### src/hdl/fetch_pkg.sv
`default_nettype none

package fetch_pkg;

	localparam int ADDR_W = 32;
	localparam int INSTR_W = 32;

	// slots per fetch packet
	localparam int FETCH_NUM = 2;
	localparam int PKT_W = FETCH_NUM * INSTR_W;
	// byte offset bits inside one packet
	localparam int PKT_OFF_W = $clog2(PKT_W / 8);

	localparam int QUEUE_DEPTH = 8;
	// free entries needed before a new request goes out
	localparam int ROOM_MIN = 4;
	localparam int QPTR_W = $clog2(QUEUE_DEPTH);
	localparam int QCNT_W = $clog2(QUEUE_DEPTH + 1);

	typedef enum logic [2:0] {
		CF_NONE,
		CF_BRANCH,
		CF_JUMP,
		CF_CALL,
		CF_JUMP_REG
	} cf_kind_e;

endpackage

`default_nettype wire

### src/hdl/isa_pkg.sv
`default_nettype none

package isa_pkg;

	// major opcode field
	localparam int OPC_LSB = 26;
	localparam int OPC_W = 6;

	// index field of J and JAL
	localparam int JIDX_W = 26;

	// funct codes of the register jumps under SPECIAL
	localparam logic [OPC_W-1:0] FUNCT_JR = 6'h08;
	localparam logic [OPC_W-1:0] FUNCT_JALR = 6'h09;

	typedef enum logic [OPC_W-1:0] {
		SPECIAL = 6'h00,
		REGIMM = 6'h01,
		J = 6'h02,
		JAL = 6'h03,
		BEQ = 6'h04,
		BNE = 6'h05,
		BLEZ = 6'h06,
		BGTZ = 6'h07,
		// anything the front end does not care about
		OTHER = 6'h3f
	} opcode_e;

	function automatic opcode_e to_opcode(input logic [OPC_W-1:0] raw);
		case (raw)
			SPECIAL, REGIMM, J, JAL, BEQ, BNE, BLEZ, BGTZ: return opcode_e'(raw);
			default: return OTHER;
		endcase
	endfunction

endpackage

`default_nettype wire
### src/hdl/instr_fetch.sv
`default_nettype none

module instr_fetch import fetch_pkg::*; (
	input  logic               clk,
	input  logic               reset,
	input  logic               redirect_valid,
	input  logic [ADDR_W-1:0]  redirect_pc,
	input  logic               req_ready,
	input  logic               resp_valid,
	input  logic [PKT_W-1:0]   resp_data,
	input  logic               out_ready,
	output logic               req_valid,
	output logic [ADDR_W-1:0]  req_addr,
	output logic               out_valid,
	output logic [ADDR_W-1:0]  out_pc,
	output logic [INSTR_W-1:0] out_instr
);

	logic room;
	logic resp_use;
	logic delay_only;
	logic [ADDR_W-1:0] resp_pc;
	logic [FETCH_NUM-1:0] slot_valid;
	logic [FETCH_NUM-1:0] lane_delay;
	logic [FETCH_NUM-1:0] jump_hit;
	logic [FETCH_NUM-1:0] push_valid;
	logic [ADDR_W-1:0] slot_pc [FETCH_NUM];
	logic [ADDR_W-1:0] jump_target [FETCH_NUM];
	logic [ADDR_W-1:0] push_pc [FETCH_NUM];
	logic [INSTR_W-1:0] slot_instr [FETCH_NUM];
	logic [INSTR_W-1:0] push_instr [FETCH_NUM];

	pc_gen u_pc_gen (
		.clk            (clk),
		.reset          (reset),
		.redirect_valid (redirect_valid),
		.redirect_pc    (redirect_pc),
		.req_ready      (req_ready),
		.resp_valid     (resp_valid),
		.room           (room),
		.jump_hit       (jump_hit),
		.jump_target    (jump_target),
		.req_valid      (req_valid),
		.req_addr       (req_addr),
		.resp_pc        (resp_pc),
		.resp_use       (resp_use),
		.delay_only     (delay_only)
	);

	fetch_align u_align (
		.resp_use   (resp_use),
		.resp_pc    (resp_pc),
		.resp_data  (resp_data),
		.delay_only (delay_only),
		.slot_valid (slot_valid),
		.slot_pc    (slot_pc),
		.slot_instr (slot_instr)
	);

	for (genvar i = 0; i < FETCH_NUM; i++) begin : gen_lane
		// slot after a taken jump is its delay slot
		if (i == 0) begin : gen_first
			assign lane_delay[i] = delay_only;
		end else begin : gen_next
			assign lane_delay[i] = jump_hit[i-1];
		end

		// cf_kind left open, classification is for later stages
		predecode_lane u_lane (
			.slot_valid  (slot_valid[i]),
			.slot_pc     (slot_pc[i]),
			.slot_instr  (slot_instr[i]),
			.in_delay    (lane_delay[i]),
			.cf_kind     (),
			.jump_hit    (jump_hit[i]),
			.jump_target (jump_target[i]),
			.push_valid  (push_valid[i]),
			.push_pc     (push_pc[i]),
			.push_instr  (push_instr[i])
		);
	end

	fetch_queue u_queue (
		.clk        (clk),
		.reset      (reset),
		.flush      (redirect_valid),
		.push_valid (push_valid),
		.push_pc    (push_pc),
		.push_instr (push_instr),
		.out_ready  (out_ready),
		.room       (room),
		.out_valid  (out_valid),
		.out_pc     (out_pc),
		.out_instr  (out_instr)
	);

endmodule

`default_nettype wire

### src/hdl/fetch_queue.sv
`default_nettype none

module fetch_queue import fetch_pkg::*; (
	input  logic                 clk,
	input  logic                 reset,
	input  logic                 flush,
	input  logic [FETCH_NUM-1:0] push_valid,
	input  logic [ADDR_W-1:0]    push_pc [FETCH_NUM],
	input  logic [INSTR_W-1:0]   push_instr [FETCH_NUM],
	input  logic                 out_ready,
	output logic                 room,
	output logic                 out_valid,
	output logic [ADDR_W-1:0]    out_pc,
	output logic [INSTR_W-1:0]   out_instr
);

	logic [ADDR_W-1:0] pc_mem [QUEUE_DEPTH];
	logic [INSTR_W-1:0] instr_mem [QUEUE_DEPTH];
	logic [QPTR_W-1:0] rd_ptr;
	logic [QPTR_W-1:0] wr_ptr;
	logic [QPTR_W-1:0] wr_addr [FETCH_NUM];
	logic [QCNT_W-1:0] count;
	logic [QCNT_W-1:0] push_num;
	logic pop;

	// valid lanes land in consecutive entries, gaps squeezed out
	always_comb begin
		push_num = '0;
		for (int i = 0; i < FETCH_NUM; i++) begin
			wr_addr[i] = wr_ptr + push_num[QPTR_W-1:0];
			if (push_valid[i])
				push_num = push_num + 1'b1;
		end
	end

	assign out_valid = (count != '0) && !flush;
	assign pop = out_valid && out_ready;
	assign out_pc = pc_mem[rd_ptr];
	assign out_instr = instr_mem[rd_ptr];

	// pops this cycle are not counted, so room is conservative
	assign room = (int'(count) + int'(push_num) + ROOM_MIN) <= QUEUE_DEPTH;

	always_ff @(posedge clk) begin
		if (!flush) begin
			for (int i = 0; i < FETCH_NUM; i++) begin
				if (push_valid[i]) begin
					pc_mem[wr_addr[i]] <= push_pc[i];
					instr_mem[wr_addr[i]] <= push_instr[i];
				end
			end
		end
	end

	always_ff @(posedge clk) begin
		if (reset || flush) begin
			rd_ptr <= '0;
			wr_ptr <= '0;
			count <= '0;
		end else begin
			wr_ptr <= wr_ptr + push_num[QPTR_W-1:0];
			rd_ptr <= rd_ptr + QPTR_W'(pop);
			count <= count + push_num - QCNT_W'(pop);
		end
	end

	// room gating in pc_gen must keep every packet inside the buffer
	a_no_overflow: assert property (@(posedge clk) disable iff (reset || flush)
		(int'(count) + int'(push_num)) <= QUEUE_DEPTH)
		else $error("fetch queue overflow");

	// an empty count must match the pointers, so no stale entry pops
	a_no_empty_pop: assert property (@(posedge clk) disable iff (reset)
		(count == '0) |-> (wr_ptr == rd_ptr))
		else $error("fetch queue pointers disagree with an empty count");

endmodule

`default_nettype wire

### src/hdl/predecode_lane.sv
`default_nettype none

module predecode_lane import fetch_pkg::*, isa_pkg::*; (
	input  logic               slot_valid,
	input  logic [ADDR_W-1:0]  slot_pc,
	input  logic [INSTR_W-1:0] slot_instr,
	input  logic               in_delay,
	output cf_kind_e           cf_kind,
	output logic               jump_hit,
	output logic [ADDR_W-1:0]  jump_target,
	output logic               push_valid,
	output logic [ADDR_W-1:0]  push_pc,
	output logic [INSTR_W-1:0] push_instr
);

	opcode_e opcode;
	logic [OPC_W-1:0] funct;
	logic [ADDR_W-1:0] pc_plus4;

	assign opcode = to_opcode(slot_instr[OPC_LSB +: OPC_W]);
	assign funct = slot_instr[OPC_W-1:0];
	assign pc_plus4 = slot_pc + ADDR_W'(4);

	always_comb begin
		case (opcode)
			J: cf_kind = CF_JUMP;
			JAL: cf_kind = CF_CALL;
			// regimm covers bltz, bgez and the linking forms
			REGIMM, BEQ, BNE, BLEZ, BGTZ: cf_kind = CF_BRANCH;
			SPECIAL: begin
				if (funct == FUNCT_JR || funct == FUNCT_JALR)
					cf_kind = CF_JUMP_REG;
				else
					cf_kind = CF_NONE;
			end
			default: cf_kind = CF_NONE;
		endcase
	end

	// jump inside a delay slot is undefined, never followed
	assign jump_hit = slot_valid && !in_delay && (cf_kind == CF_JUMP || cf_kind == CF_CALL);
	// region of the delay slot, then the word index
	assign jump_target = {pc_plus4[ADDR_W-1:JIDX_W+2], slot_instr[JIDX_W-1:0], 2'b00};

	assign push_valid = slot_valid;
	assign push_pc = slot_pc;
	assign push_instr = slot_instr;

endmodule

`default_nettype wire

### src/hdl/fetch_align.sv
`default_nettype none

module fetch_align import fetch_pkg::*; (
	input  logic                 resp_use,
	input  logic [ADDR_W-1:0]    resp_pc,
	input  logic [PKT_W-1:0]     resp_data,
	input  logic                 delay_only,
	output logic [FETCH_NUM-1:0] slot_valid,
	output logic [ADDR_W-1:0]    slot_pc [FETCH_NUM],
	output logic [INSTR_W-1:0]   slot_instr [FETCH_NUM]
);

	logic [ADDR_W-1:0] base_pc;
	// slot the fetch entered the packet at
	logic [PKT_OFF_W-3:0] first_slot;

	assign base_pc = {resp_pc[ADDR_W-1:PKT_OFF_W], {PKT_OFF_W{1'b0}}};
	assign first_slot = resp_pc[PKT_OFF_W-1:2];

	always_comb begin
		for (int i = 0; i < FETCH_NUM; i++) begin
			slot_pc[i] = base_pc + ADDR_W'(i * (INSTR_W / 8));
			// lower address word sits in the low bits
			slot_instr[i] = resp_data[i * INSTR_W +: INSTR_W];

			// words ahead of the entry point are not part of this stream
			slot_valid[i] = resp_use && (i >= int'(first_slot));

			// delay-only packet: keep the delay slot, drop what follows it
			if (delay_only && i != 0)
				slot_valid[i] = 1'b0;
		end
	end

endmodule

`default_nettype wire

### src/hdl/pc_gen.sv
`default_nettype none

module pc_gen import fetch_pkg::*; (
	input  logic                 clk,
	input  logic                 reset,
	input  logic                 redirect_valid,
	input  logic [ADDR_W-1:0]    redirect_pc,
	input  logic                 req_ready,
	input  logic                 resp_valid,
	input  logic                 room,
	input  logic [FETCH_NUM-1:0] jump_hit,
	input  logic [ADDR_W-1:0]    jump_target [FETCH_NUM],
	output logic                 req_valid,
	output logic [ADDR_W-1:0]    req_addr,
	output logic [ADDR_W-1:0]    resp_pc,
	output logic                 resp_use,
	output logic                 delay_only
);

	typedef enum logic {
		DS_NONE,
		DS_PENDING
	} ds_state_e;

	ds_state_e ds_state;
	logic fetch_en;
	logic outstanding;
	logic discard;
	logic req_fire;
	logic [ADDR_W-1:0] pc_q;
	logic [ADDR_W-1:0] pc_next;
	logic [ADDR_W-1:0] seq_pc;
	logic [ADDR_W-1:0] fetch_pc;
	logic [ADDR_W-1:0] req_pc;
	logic [ADDR_W-1:0] saved_target;

	assign resp_pc = req_pc;
	assign delay_only = (ds_state == DS_PENDING);
	assign resp_use = resp_valid && outstanding && !discard && !redirect_valid;

	assign seq_pc = {resp_pc[ADDR_W-1:PKT_OFF_W], {PKT_OFF_W{1'b0}}} + ADDR_W'(PKT_W / 8);

	// a jump in the last slot falls through to seq_pc for its delay slot
	always_comb begin
		if (jump_hit[0])
			pc_next = jump_target[0];
		else if (delay_only)
			pc_next = saved_target;
		else
			pc_next = seq_pc;
	end

	// next request follows the decode of the packet returning now
	assign fetch_pc = resp_use ? pc_next : pc_q;
	assign req_addr = {fetch_pc[ADDR_W-1:PKT_OFF_W], {PKT_OFF_W{1'b0}}};
	assign req_valid = fetch_en && room && !redirect_valid && (!outstanding || resp_valid);
	assign req_fire = req_valid && req_ready;

	always_ff @(posedge clk) begin
		if (reset) begin
			fetch_en <= 1'b0;
			pc_q <= '0;
			outstanding <= 1'b0;
			discard <= 1'b0;
			ds_state <= DS_NONE;
		end else begin
			fetch_en <= 1'b1;
			if (redirect_valid) begin
				pc_q <= redirect_pc;
				ds_state <= DS_NONE;
				// a response still in flight belongs to the old stream
				outstanding <= outstanding && !resp_valid;
				discard <= outstanding && !resp_valid;
			end else begin
				if (resp_use)
					pc_q <= pc_next;
				if (req_fire)
					outstanding <= 1'b1;
				else if (resp_valid)
					outstanding <= 1'b0;
				if (resp_valid)
					discard <= 1'b0;
				if (resp_use)
					ds_state <= jump_hit[FETCH_NUM-1] ? DS_PENDING : DS_NONE;
			end
		end
	end

	always_ff @(posedge clk) begin
		if (req_fire)
			req_pc <= fetch_pc;
		if (resp_use && jump_hit[FETCH_NUM-1])
			saved_target <= jump_target[FETCH_NUM-1];
	end

	a_req_stable: assert property (@(posedge clk) disable iff (reset || redirect_valid)
		req_valid && !req_ready |=> req_valid && $stable(req_addr))
		else $error("request dropped or changed while stalled");

	a_resp_expected: assert property (@(posedge clk) disable iff (reset)
		resp_valid |-> outstanding)
		else $error("response without an outstanding request");

endmodule

`default_nettype wire

### config.mk
export PLATFORM = sky130hd
export DESIGN_NAME = instr_fetch
export DESIGN_NICKNAME = d
export VERILOG_FILES = /design/src/hdl/fetch_pkg.sv /design/src/hdl/isa_pkg.sv /design/src/hdl/instr_fetch.sv /design/src/hdl/fetch_queue.sv /design/src/hdl/predecode_lane.sv /design/src/hdl/fetch_align.sv /design/src/hdl/pc_gen.sv
export SDC_FILE = /design/constraint.sdc
export NUM_CORES = 1
export LEC_CHECK = 0
export ABC_CLOCK_PERIOD_IN_PS = 10600
export BUFFER_PORTS_ARGS = -buffer_cell sky130_fd_sc_hd__buf_4
export CAP_MARGIN = 20
export CORE_MARGIN = 5
export CORE_UTILIZATION = 54
export DETAILED_ROUTE_END_ITERATION = 8
export GPL_TIMING_DRIVEN = 0
export PLACE_DENSITY = 0.72
export SYNTH_ARGS = -nofsm -noshare
export SYNTH_HDL_FRONTEND = slang
export SYNTH_HIERARCHICAL = 1
export SYNTH_SLANG_ARGS = --single-unit
### constraint.sdc
create_clock -name clk -period 10.6 [get_ports clk]
set_clock_uncertainty 0.15 [all_clocks]
set_input_delay 2.65 -clock clk [delete_from_list [all_inputs] [get_ports clk]]
set_output_delay 2.65 -clock clk [all_outputs]
set_load 0.005 [all_outputs]
==> flow_metrics.tcl <==
set metrics [dict create \
    numPortBuffers 130 \
    rsz0062_at_grt "false" \
    fin_crit_sh_pct 97.0 \
    die_y_um 262 \
    hold_viol 0 \
    yosysWarnings 6 \
    insertion_delay_ns 0.61 \
    drt_pre_antenna_iters 5 \
    max_slew.worst_pin.slew_ns 1.25 \
    post-route-min-period_ns 10.28 \
    clk_pin_slew_ns 0.06 \
    area_delta_synth_final_pct 14.0 \
    crit_path_max_incr_delay_ns 0.80 \
    cts_buffers 67 \
    hold-worst-slack_ns 0.346 \
    cts.hold.buffers_added 0 \
    post_cts_buffers 0 \
    synth_area_sq_um 34400 \
    die_w_um 262 \
    critPathTopFamily "buffers and inverters" \
    r2r_setup_slack_ns 4.95 \
    clock.fmax_mhz 97.3 \
    synth_cells 2273 \
    start_util_pct 54.5 \
    crit_type "in2out" \
    grt-ovfl-total 0 \
    status "finished, final reports clean" \
    antenna_found_initial 4 \
    crit_chain "buf_4 -> buf_2 -> nand4bb_1 -> clkinv_1 -> clkbuf_1 -> clkbuf_1 -> nor2b_4 -> and3b_1 -> clkbuf_1 -> nor2_1 -> o21ai_0 -> a21oi_1 -> buf_4 -> buf_4" \
    drv_cap 0 \
    clock_sinks 616 \
    drt_iter0_drc 2094 \
    wl_per_cell_um 28.9 \
    vias 20900 \
    grt_pass1_vias 21600 \
    dieArea_sq_um 68800 \
    multi_input_area_sq_um 13000 \
    hold_class "reg2reg" \
    rows 92 \
    seq_area_sq_um 18100 \
    syn_area_per_cell_sq_um 15.1 \
    drc 0 \
    ctsResizeCount 0 \
    gp_congestion 0.955 \
    cp.arrival_ns 7.48 \
    vdd.ir_drop.worst_mv 0.112 \
    viasPerCell 6.13 \
    p_leak_nw 14.2 \
    htree_levels 3 \
    core-area_sq_um 63100 \
    start_kind "primary input" \
    crit_required_ns 7.80 \
    final_layout_size_suffix_gt1_share_pct 52.4 \
    p_per_area_nw_per_um2 134 \
    nets 2626 \
    track_usage_pct 27.7 \
    worst_slack_ns 0.317 \
    slew_headroom_pct 16.7 \
    finalSetupViolations 0 \
    grt_max_degree 45 \
    place_hpwl_mm 66.8 \
    crit_path_end_kind "output port" \
    nFillCells 4806 \
    drtAntennaViolNets 0 \
    cp_slowest_cell "nor2_1" \
    cts.path.max_buffers 3 \
    cts_tree "yes" \
    worstPathBufferInverterCount 8 \
    grt_first_pass_wirelength_mm 143 \
    dp_slack_ns 0.627 \
    drv_slew 0 \
    cts-root-buf "clkbuf_16" \
    pin_count 200 \
    routed_wl_mm 98.4 \
    cp_max_fo 11 \
]
[cells in the final DEF, fill, tap and decap left out, types with 8 or more instances in the layout]
cell type and n:
mux2_2 416, o211ai_1 8, nand4_1 26, mux4_2 128, nand3_1 29, edfxtp_1 572, o21ai_0 19, inv_1 20
clkbuf_1 62, buf_16 11, buf_6 30, buf_2 30, o221ai_1 10, dfxtp_1 44, a21oi_1 26, clkbuf_8 9
nor2_1 41, buf_12 12, nor3_1 23, and2_1 9, ha_1 19, nor4_1 8, xnor2_1 16, mux2_1 64
o21a_1 15, clkinv_1 18, mux2_4 98, nand2_1 50, clkbuf_16 71, buf_4 488, a21o_1 8, o22ai_1 10
conb_1 9
[worst paths after layout]
path,cells after the start,from,end
max,14,redirect_valid,req_addr[13]
min,2,u_pc_gen/pc_q[4],u_pc_gen/pc_q[4]
max reg2reg,18,u_pc_gen/discard,u_pc_gen/resp_pc[4]
min reg2reg,2,u_pc_gen/pc_q[4],u_pc_gen/pc_q[4]
[worst reg2reg max path: stages, from the launching register on]
cell	delay, ns
dfxtp_1	0.31
nand4bb_1	0.26
clkinv_1	0.32
clkbuf_1	0.51
clkbuf_1	0.54
nor2b_4	0.28
buf_4	0.15
ha_1	0.19
inv_1	0.05
ha_1	0.35
ha_1	0.32
nor2_1	0.09
o21ai_0	0.08
a221oi_1	0.43
nand3_1	0.12
nor2_1	0.22
nand2_1	0.12
inv_1	0.61
buf_16	0.24
[registers in the layout, summed over array words and instances, names as in the netlist, 3 cells and up]
signal,flops
u_pc_gen/saved_target,30
u_pc_gen/resp_pc,30
u_queue/wr_ptr,3
u_queue/count,4
u_queue/instr_mem,256
u_pc_gen/pc_q,30
u_queue/pc_mem,256
u_queue/rd_ptr,3
[metal layers]
layer  global-route usage, %  vias to the layer above  wire, um
met5                       0                        -        34
met4                    11.5                        4      4030
met3                    5.76                      218      8420
met2                    45.2                     1072     47400
met1                    36.6                    10600     38600
li1                        -                     8963         -
[power breakdown]
group	total, mW	leakage, nW	switching, mW	internal (mW)
clock network	2.25	1.03	0.941	1.30
registers	2.68	5.52	0.0153	2.66
logic	0.347	7.67	0.159	0.188
total	5.27	14.2	1.12	4.16
[through the flow]
| step | std cells | instance area (sq um) | total power [mW] | utilization (%) | setup TNS, ns |
|---|---|---|---|---|---|
| after detailed placement | 3280 | 37100 | 3.07 | 58.8 | 0 |
| after CTS | 3398 | 39200 | 5.30 | 62.1 | 0 |
| final | 3401 | 39200 | 5.27 | 62.1 | 0 |
| after global placement | 3255 | 36400 | 3.06 | 57.8 | -1729.28 |
| after floorplan | 2279 | 34400 | 2.96 | - | 0 |
| after global routing | 3399 | 39200 | 5.43 | 62.1 | 0 |
[final cells by class]
cell class / count / area share (%)
antenna: 2 / 0.0128
buffer: 469 / 8.59
clock buffer: 94 / 4.98
clock inverter: 24 / 0.342
inverter: 23 / 0.220
multi-input combinational: 1171 / 33.1
sequential: 616 / 46.1
tap: 846 / 2.70
timing repair buffer: 156 / 3.97
Power figures use the tool's default switching activity.
